==> src/design/bfs_pkg.sv <==
package bfs_pkg;

    // Vertex IDs address the vertex RAM directly
    localparam int v_id_width      = 8;
    localparam int v_value_width   = 8;
    localparam int iteration_width = 8;

    localparam int vtx_count = 1 << v_id_width;

    // All-ones level marks a vertex that has not been visited yet
    localparam logic [v_value_width-1:0] invalid_value = '1;

    // Never stored in the RAM, a read of it answers with invalid_value
    localparam logic [v_id_width-1:0] reserved_v_id = '1;

    // Pending FIFO holds every push or source read while its RAM read is in flight
    localparam int fifo_depth_width = 2;
    localparam int fifo_depth       = 1 << fifo_depth_width;

    // Address register plus output register inside the RAM
    localparam int ram_read_latency = 2;

endpackage
==> src/design/vtx_store_top.sv <==
`timescale 1ns/1ps

module vtx_store_top (
    input  logic                                clk,
    input  logic                                rst,
    input  logic                                rd_valid,
    input  logic [bfs_pkg::v_id_width-1:0]      rd_id,
    input  logic                                wr_valid,
    input  logic                                wr_push,
    input  logic [bfs_pkg::v_id_width-1:0]      wr_id,
    input  logic [bfs_pkg::v_value_width-1:0]   wr_value,
    input  logic                                wr_pull_first,
    input  logic                                front_iteration_end,
    input  logic [bfs_pkg::iteration_width-1:0] front_iteration_id,
    input  logic [bfs_pkg::v_id_width-1:0]      root_id,
    output logic [bfs_pkg::v_value_width-1:0]   rd_value,
    output logic                                rd_value_valid,
    output logic [bfs_pkg::v_id_width-1:0]      active_id,
    output logic                                active_updated,
    output logic                                active_pull_first,
    output logic                                active_valid,
    output logic                                iteration_end
);

    logic [bfs_pkg::v_id_width-1:0]    ram_rd_addr;
    logic                              ram_we;
    logic [bfs_pkg::v_id_width-1:0]    ram_wr_addr;
    logic [bfs_pkg::v_value_width-1:0] ram_wr_data;
    logic [bfs_pkg::v_value_width-1:0] ram_rd_data;

    logic                              fifo_push;
    logic                              fifo_pop;
    logic [bfs_pkg::v_id_width-1:0]    fifo_in_id;
    logic [bfs_pkg::v_value_width-1:0] fifo_in_value;
    logic                              fifo_in_push;
    logic                              fifo_in_pull_first;
    logic [bfs_pkg::v_id_width-1:0]    fifo_out_id;
    logic [bfs_pkg::v_value_width-1:0] fifo_out_value;
    logic                              fifo_out_push;
    logic                              fifo_out_pull_first;
    logic                              fifo_empty;

    vtx_update_ctrl u_ctrl (
        .clk                 (clk),
        .rst                 (rst),
        .rd_valid            (rd_valid),
        .rd_id               (rd_id),
        .wr_valid            (wr_valid),
        .wr_push             (wr_push),
        .wr_id               (wr_id),
        .wr_value            (wr_value),
        .wr_pull_first       (wr_pull_first),
        .front_iteration_end (front_iteration_end),
        .front_iteration_id  (front_iteration_id),
        .root_id             (root_id),
        .ram_rd_addr         (ram_rd_addr),
        .ram_we              (ram_we),
        .ram_wr_addr         (ram_wr_addr),
        .ram_wr_data         (ram_wr_data),
        .ram_rd_data         (ram_rd_data),
        .fifo_push           (fifo_push),
        .fifo_pop            (fifo_pop),
        .fifo_in_id          (fifo_in_id),
        .fifo_in_value       (fifo_in_value),
        .fifo_in_push        (fifo_in_push),
        .fifo_in_pull_first  (fifo_in_pull_first),
        .fifo_out_id         (fifo_out_id),
        .fifo_out_value      (fifo_out_value),
        .fifo_out_push       (fifo_out_push),
        .fifo_out_pull_first (fifo_out_pull_first),
        .fifo_empty          (fifo_empty),
        .rd_value            (rd_value),
        .rd_value_valid      (rd_value_valid),
        .active_id           (active_id),
        .active_updated      (active_updated),
        .active_pull_first   (active_pull_first),
        .active_valid        (active_valid),
        .iteration_end       (iteration_end)
    );

    vtx_ram u_ram (
        .clk     (clk),
        .we      (ram_we),
        .wr_addr (ram_wr_addr),
        .wr_data (ram_wr_data),
        .rd_addr (ram_rd_addr),
        .rd_data (ram_rd_data)
    );

    push_pending_fifo u_fifo (
        .clk            (clk),
        .rst            (rst),
        .push           (fifo_push),
        .pop            (fifo_pop),
        .in_id          (fifo_in_id),
        .in_value       (fifo_in_value),
        .in_push        (fifo_in_push),
        .in_pull_first  (fifo_in_pull_first),
        .out_id         (fifo_out_id),
        .out_value      (fifo_out_value),
        .out_push       (fifo_out_push),
        .out_pull_first (fifo_out_pull_first),
        .empty          (fifo_empty)
    );

endmodule

==> src/design/vtx_update_ctrl.sv <==
`timescale 1ns/1ps

module vtx_update_ctrl (
    input  logic                                clk,
    input  logic                                rst,
    input  logic                                rd_valid,
    input  logic [bfs_pkg::v_id_width-1:0]      rd_id,
    input  logic                                wr_valid,
    input  logic                                wr_push,
    input  logic [bfs_pkg::v_id_width-1:0]      wr_id,
    input  logic [bfs_pkg::v_value_width-1:0]   wr_value,
    input  logic                                wr_pull_first,
    input  logic                                front_iteration_end,
    input  logic [bfs_pkg::iteration_width-1:0] front_iteration_id,
    input  logic [bfs_pkg::v_id_width-1:0]      root_id,
    output logic [bfs_pkg::v_id_width-1:0]      ram_rd_addr,
    output logic                                ram_we,
    output logic [bfs_pkg::v_id_width-1:0]      ram_wr_addr,
    output logic [bfs_pkg::v_value_width-1:0]   ram_wr_data,
    input  logic [bfs_pkg::v_value_width-1:0]   ram_rd_data,
    output logic                                fifo_push,
    output logic                                fifo_pop,
    output logic [bfs_pkg::v_id_width-1:0]      fifo_in_id,
    output logic [bfs_pkg::v_value_width-1:0]   fifo_in_value,
    output logic                                fifo_in_push,
    output logic                                fifo_in_pull_first,
    input  logic [bfs_pkg::v_id_width-1:0]      fifo_out_id,
    input  logic [bfs_pkg::v_value_width-1:0]   fifo_out_value,
    input  logic                                fifo_out_push,
    input  logic                                fifo_out_pull_first,
    input  logic                                fifo_empty,
    output logic [bfs_pkg::v_value_width-1:0]   rd_value,
    output logic                                rd_value_valid,
    output logic [bfs_pkg::v_id_width-1:0]      active_id,
    output logic                                active_updated,
    output logic                                active_pull_first,
    output logic                                active_valid,
    output logic                                iteration_end
);

    logic                                     rd_issue;
    logic                                     rd_strobe;
    logic [bfs_pkg::ram_read_latency-1:0]     dv_sr;
    logic [bfs_pkg::ram_read_latency-1:0]     rsv_sr;
    logic                                     ret_valid;
    logic [bfs_pkg::v_value_width-1:0]        ret_data;
    logic                                     pull_valid;
    logic                                     pull_ok;
    logic                                     push_ret;
    logic                                     push_better;

    // A source read wins over a push arriving in the same cycle
    assign rd_issue = rd_valid || (wr_valid && wr_push);

    assign fifo_push          = rd_issue;
    assign fifo_in_id         = rd_valid ? rd_id : wr_id;
    assign fifo_in_value      = wr_value;
    assign fifo_in_push       = !rd_valid;
    assign fifo_in_pull_first = !rd_valid && wr_pull_first;

    always_ff @(posedge clk) begin
        ram_rd_addr <= rd_valid ? rd_id : wr_id;
        rsv_sr <= {rsv_sr[bfs_pkg::ram_read_latency-2:0], ram_rd_addr == bfs_pkg::reserved_v_id};
    end

    always_ff @(posedge clk) begin
        if (rst) begin
            rd_strobe <= 1'b0;
            dv_sr     <= '0;
        end else begin
            rd_strobe <= rd_issue;
            dv_sr     <= {dv_sr[bfs_pkg::ram_read_latency-2:0], rd_strobe};
        end
    end

    assign ret_valid = dv_sr[bfs_pkg::ram_read_latency-1];
    assign ret_data  = rsv_sr[bfs_pkg::ram_read_latency-1] ? bfs_pkg::invalid_value : ram_rd_data;
    assign fifo_pop  = ret_valid; // Entries come back in issue order

    assign pull_valid = wr_valid && !wr_push;
    assign pull_ok    = (wr_value != bfs_pkg::invalid_value) && (wr_value <= front_iteration_id);

    assign push_ret    = ret_valid && fifo_out_push;
    assign push_better = (ret_data > fifo_out_value) || (ret_data == bfs_pkg::invalid_value);

    always_ff @(posedge clk) begin
        if (rst) begin
            // Root vertex is seeded with level 0 for as long as reset is held
            ram_we         <= 1'b1;
            ram_wr_addr    <= root_id;
            ram_wr_data    <= '0;
            rd_value_valid <= 1'b0;
            active_valid   <= 1'b0;
            active_updated <= 1'b0;
            iteration_end  <= 1'b0;
        end else begin
            rd_value       <= ret_data;
            rd_value_valid <= ret_valid && !fifo_out_push;
            iteration_end  <= front_iteration_end && fifo_empty;

            if (pull_valid) begin // A completing push in this cycle is dropped
                ram_we            <= pull_ok;
                ram_wr_addr       <= wr_id;
                ram_wr_data       <= wr_value + 1'b1;
                active_id         <= wr_id;
                active_updated    <= pull_ok;
                active_pull_first <= wr_pull_first;
                active_valid      <= 1'b1;
            end else if (push_ret) begin
                ram_we            <= push_better;
                ram_wr_addr       <= fifo_out_id;
                ram_wr_data       <= fifo_out_value;
                active_id         <= fifo_out_id;
                active_updated    <= push_better;
                active_pull_first <= fifo_out_pull_first;
                active_valid      <= 1'b1;
            end else begin
                ram_we         <= 1'b0;
                active_updated <= 1'b0;
                active_valid   <= 1'b0;
            end
        end
    end

    // A pull in the cycle a push returns would lose that push report
    a_no_pull_on_push_return: assert property (
        @(posedge clk) disable iff (rst) push_ret |-> !pull_valid);

endmodule

==> src/design/push_pending_fifo.sv <==
`timescale 1ns/1ps

module push_pending_fifo (
    input  logic                              clk,
    input  logic                              rst,
    input  logic                              push,
    input  logic                              pop,
    input  logic [bfs_pkg::v_id_width-1:0]    in_id,
    input  logic [bfs_pkg::v_value_width-1:0] in_value,
    input  logic                              in_push,
    input  logic                              in_pull_first,
    output logic [bfs_pkg::v_id_width-1:0]    out_id,
    output logic [bfs_pkg::v_value_width-1:0] out_value,
    output logic                              out_push,
    output logic                              out_pull_first,
    output logic                              empty
);

    logic [bfs_pkg::v_id_width-1:0]    id_mem    [bfs_pkg::fifo_depth];
    logic [bfs_pkg::v_value_width-1:0] value_mem [bfs_pkg::fifo_depth];
    logic [bfs_pkg::fifo_depth-1:0]    push_mem;
    logic [bfs_pkg::fifo_depth-1:0]    pf_mem;

    logic [bfs_pkg::fifo_depth_width-1:0] wr_ptr;
    logic [bfs_pkg::fifo_depth_width-1:0] rd_ptr;
    logic [bfs_pkg::fifo_depth_width:0]   count;
    logic                                 full;

    assign empty = (count == 0);
    assign full  = (count == bfs_pkg::fifo_depth);

    // Show-ahead, the head entry is visible without a pop
    assign out_id         = id_mem[rd_ptr];
    assign out_value      = value_mem[rd_ptr];
    assign out_push       = push_mem[rd_ptr];
    assign out_pull_first = pf_mem[rd_ptr];

    always_ff @(posedge clk) begin
        if (push) begin
            id_mem[wr_ptr]    <= in_id;
            value_mem[wr_ptr] <= in_value;
            push_mem[wr_ptr]  <= in_push;
            pf_mem[wr_ptr]    <= in_pull_first;
        end
    end

    always_ff @(posedge clk) begin
        if (rst) begin
            wr_ptr <= '0;
            rd_ptr <= '0;
            count  <= '0;
        end else begin
            if (push) wr_ptr <= wr_ptr + 1'b1;
            if (pop) rd_ptr <= rd_ptr + 1'b1;
            case ({push, pop})
                2'b10:   count <= count + 1'b1;
                2'b01:   count <= count - 1'b1;
                default: count <= count;
            endcase
        end
    end

    // No back-pressure exists upstream, so the in-flight limit must hold by construction
    a_no_overflow: assert property (@(posedge clk) disable iff (rst) push |-> !full);
    a_no_underflow: assert property (@(posedge clk) disable iff (rst) pop |-> !empty);

endmodule

==> src/design/vtx_ram.sv <==
`timescale 1ns/1ps

module vtx_ram (
    input  logic                              clk,
    input  logic                              we,
    input  logic [bfs_pkg::v_id_width-1:0]    wr_addr,
    input  logic [bfs_pkg::v_value_width-1:0] wr_data,
    input  logic [bfs_pkg::v_id_width-1:0]    rd_addr,
    output logic [bfs_pkg::v_value_width-1:0] rd_data
);

    logic [bfs_pkg::v_value_width-1:0] mem [bfs_pkg::vtx_count];
    logic [bfs_pkg::v_id_width-1:0]    rd_addr_q;

    // Every vertex starts out unvisited
    initial begin
        for (int i = 0; i < bfs_pkg::vtx_count; i++) begin
            mem[i] = bfs_pkg::invalid_value;
        end
    end

    always_ff @(posedge clk) begin
        if (we) begin
            mem[wr_addr] <= wr_data;
        end
    end

    // Two-stage read, old data is returned on a same-address write
    always_ff @(posedge clk) begin
        rd_addr_q <= rd_addr;
        rd_data   <= mem[rd_addr_q];
    end

endmodule

==> config.mk <==
export PLATFORM = sky130hd
export DESIGN_NAME = vtx_store_top
export DESIGN_NICKNAME = d
export VERILOG_FILES = /design/src/design/bfs_pkg.sv /design/src/design/vtx_store_top.sv /design/src/design/vtx_update_ctrl.sv /design/src/design/push_pending_fifo.sv /design/src/design/vtx_ram.sv
export SDC_FILE = /design/constraint.sdc
export NUM_CORES = 2
export LEC_CHECK = 0
export BUFFER_PORTS_ARGS = -buffer_cell sky130_fd_sc_hd__buf_2
export CORE_MARGIN = 1.5
export CORE_UTILIZATION = 30
export DETAILED_ROUTE_END_ITERATION = 16
export MAX_ROUTING_LAYER = met4
export SLEW_MARGIN = 25
export SYNTH_ARGS = -nofsm -noshare
export SYNTH_HDL_FRONTEND = slang
export SYNTH_HIERARCHICAL = 1
export SYNTH_SLANG_ARGS = --single-unit
==> constraint.sdc <==
create_clock -name clk -period 4.65 [get_ports clk]
set_input_delay 0.2325 -clock clk [delete_from_list [all_inputs] [get_ports clk]]
set_output_delay 0.2325 -clock clk [all_outputs]
set_load 0.02 [all_outputs]
==> results.md <==
* Commonest non-fill, non-tap cells in the layout: 2,145 x edfxtp_1, 466 x mux4_2, 292 x nor2_1
* Die Y-Extent at 536 um
* H-tree level count at 4
* WP data arrival at 4560 ps
* Headroom to the max-slew limit at 23.4%
* Area leader, netlist: edfxtp_1
* Core box area at 283,000 um^2
* Iteration-0 DRC Markers at 4,758
* Sink Count at 2,196
* Synthesized area per cell at 20.7 um^2
* Worst hold path class: primary input to register
* CTS max path bufs at 3
* Cells after DPL at 7,847
* Max frequency at 258 MHz
* Synthesized Nets at 4,191
* Setup Buffers After CTS at 0
* Worst path slowest cell: nor3_1
* Cells after Synth at 4,121
* Buf+Inv Stages, Crit Path at 2
* Max incr delay on CP at 950 ps
* Post-Route WL at 219,000 um
* Clk slew on worst S/H paths at 60 ps
* Initial Util at 30.2%
* Post-DR vias/cell at 5.12
* Net count, final at 4,451
* Total Power at 42,200 uW
* Die area at 288,000 um^2
* Post-synth top area share at 75.5%
* FFs w/ async S/R, synth at 0%
* Main synth FF type: edfxtp_1
* Post-DP HPWL at 136,000 um
* Multi-input logic area at 18,300 um^2
* Final max-slew violation count at 0
* Sequential Area at 65,500 um^2
* DRT Pass-1 Iters at 7
* Final hold violations at 0
* Die X at 536 um
* Number of max-cap violations at 0
* CTS Root Buffer Type: clkbuf_16
* CTS buffer count at 215
* Number of synthesized flops with an enable pin at 2,145
* Power Density at 431 nW/um^2
* Vias in the first global route at 43,004
* Leak at 0.0296 uW
* Standard-cell row count at 195
* Total I/O pin count at 68
* Largest net degree at the start of global routing at 171
* RSZ-0062 raised after global routing: no
* Initial antenna violation count at 4
* Slew @ Worst Pin at 1150 ps
* Post-layout minimum cycle time at 3880 ps
* Worst VDD drop at 374 uV
* Seq/Total Area, Yosys at 76.7%
* Worst Skew at 39.7 ps
* Setup Crit Path Kind: register to register
* Drt wl/cell at 26.3 um
* Cell Chain, Critical Path: buf_12 -> buf_4 -> mux4_2 -> a21oi_1 -> a21oi_1 -> nor3_1 -> nor4_2
* Final cell count without fillers at 8,301
* Max Fanout on Critical Path at 34
* Setup TNS at 0 ps
* Fillers at 26,286
* Ranking of synthesized cells by area: edfxtp_1 75%, mux4_2 12%, mux2i_1 1.6%
* Crit path required time at 5330 ps
* GR Util All Layers at 15.4%
* Final setup viols at 0
* Cell area after synthesis at 85,300 um^2
* Post-route worst hold slack at 248 ps
* Critical path launch point type: register
* Element type at the critical path end: register
* Global route total overflow at 0
* Status: completed
* Detail Route Antenna Nets at 0
* PortBufs at 67
* Final Util at 34.6%
* DRC at 0
* Share of layout cells above drive strength 1 at 23.6%
* FF+latch count, synth at 2,196
* Most common cell type on the critical path: a21oi_1
* RePlAce Congestion at 0.849
* Area added between synthesis and finish at 14.7%
* YS warnings at 6
* Via count at 42,533
* Synth unique cells at 73
* Final period utilization at 83.4%
* Commonest non-fill, non-tap cell in the layout: edfxtp_1
* First-pass GRT wire length at 313,000 um
* CTS tree: built
* Top cell family by delay on the critical path: simple AND/OR/NAND/NOR gates
* Worst skew pair latency at 850 ps
[per-layer routing]
layer	wire length (um)	global-route usage (%)	vias to the layer above	part of all wire, %
li1	-	-	17619	-
met1	91300	20.3	22949	42
met2	107000	24.7	1670	49
met3	15100	2.49	295	6.9
met4	5100	4.02	0	2.3
met5	0	-	-	0
[worst reg2reg max path, cell delays in order (launching register included)]
cell     delay, ps
dfxtp_4        720
buf_12         360
buf_4          490
mux4_2         580
a21oi_1        260
a21oi_1        220
nor3_1         950
nor4_2         130
[cells in the mapped netlist, types with 17 or more instances]
cell type	number
nor3_1	23
buf_6	25
nor2_1	296
dfxtp_1	51
o221ai_1	46
nor4_1	24
buf_4	35
a211oi_1	17
clkbuf_1	112
nand2_1	69
mux4_2	466
a21oi_1	107
buf_2	38
buf_1	22
mux2i_1	135
nand4_1	18
a22oi_1	133
edfxtp_1	2145
nand3_1	37
inv_1	25
ha_1	22
nor2b_1	36
o22ai_1	28
[stage by stage]
step,setup WS [ps],cell area [um^2]
4_1_cts,778,97800
5_1_grt,597,97800
2_1_floorplan,397,85300
3_5_place_dp,821,90500
6_report,771,97900
3_3_place_gp,482,90400
[power by group]
| group | leakage (uW) | internal (uW) | switching (uW) |
|---|---|---|---|
| logic | 0.00700 | 1110 | 1920 |
| clock network | 0.00329 | 9530 | 7290 |
| registers | 0.0193 | 22000 | 291 |
[registers in the layout (all words and copies together) (netlist names), 2 cells and up, named ones only]
| register | flops |
|---|---|
| u_ram/rd_addr_q | 8 |
| u_fifo/id_mem | 32 |
| u_fifo/pf_mem | 4 |
| u_ram/mem | 2048 |
| u_ram/rd_data | 8 |
| u_fifo/count | 3 |
| u_fifo/push_mem | 4 |
| u_ctrl/ram_wr_addr | 8 |
| u_ctrl/rd_value | 8 |
| u_ctrl/active_id | 8 |
| u_ctrl/rsv_sr | 2 |
| u_fifo/value_mem | 32 |
| u_fifo/rd_ptr | 2 |
| u_fifo/wr_ptr | 2 |
| u_ctrl/ram_wr_data | 8 |
| u_ctrl/dv_sr | 2 |
| u_ctrl/ram_rd_addr | 8 |
[repair_timing]
item                                   CTS  global route
hold buffers                            59             0
resized for setup                        0             0
endpoints found under the hold margin  121             0
[path summary, 6_finish.rpt]
path / cells after the start / slack (ps) / from / endpoint
hold reg to reg: 0 / 340 / u_ctrl/rsv_sr[0] / u_ctrl/rsv_sr[1]
hold / removal: 3 / 250 / front_iteration_end / u_ctrl/iteration_end
setup reg to reg: 7 / 770 / u_ram/rd_addr_q[0] / u_ram/rd_data[0]
setup / recovery: 7 / 770 / u_ram/rd_addr_q[0] / u_ram/rd_data[0]
[logic make-up (layout without fill, tap and decap cells)]
| group | after synthesis | in the layout | synth area share [%] |
|---|---|---|---|
| DFF | 2196 | 2196 | 76.7 |
| buffers and inverters | 281 | 715 | 2.01 |
| muxes | 626 | 626 | 14.4 |
| adders and majority gates | 23 | 23 | 0.346 |
| AOI/OAI and AO/OA | 422 | 422 | 3.49 |
| other | 0 | 3 | 0 |
| xor gates and xnor gates | 11 | 11 | 0.113 |
| and+or+nand+nor | 562 | 562 | 3.02 |
[area by class of cell]
type / instances / share of cell area [%]
multi-input combinational: 1644 / 18.7
sequential: 2196 / 66.9
timing repair buffer: 297 / 2.60
tap: 3743 / 4.79
clock buffer: 271 / 5.87
clock inverter: 120 / 1.04
antenna: 3 / 0.00767
inverter: 27 / 0.104
Note: power is estimated with default switching activity, not from simulation.
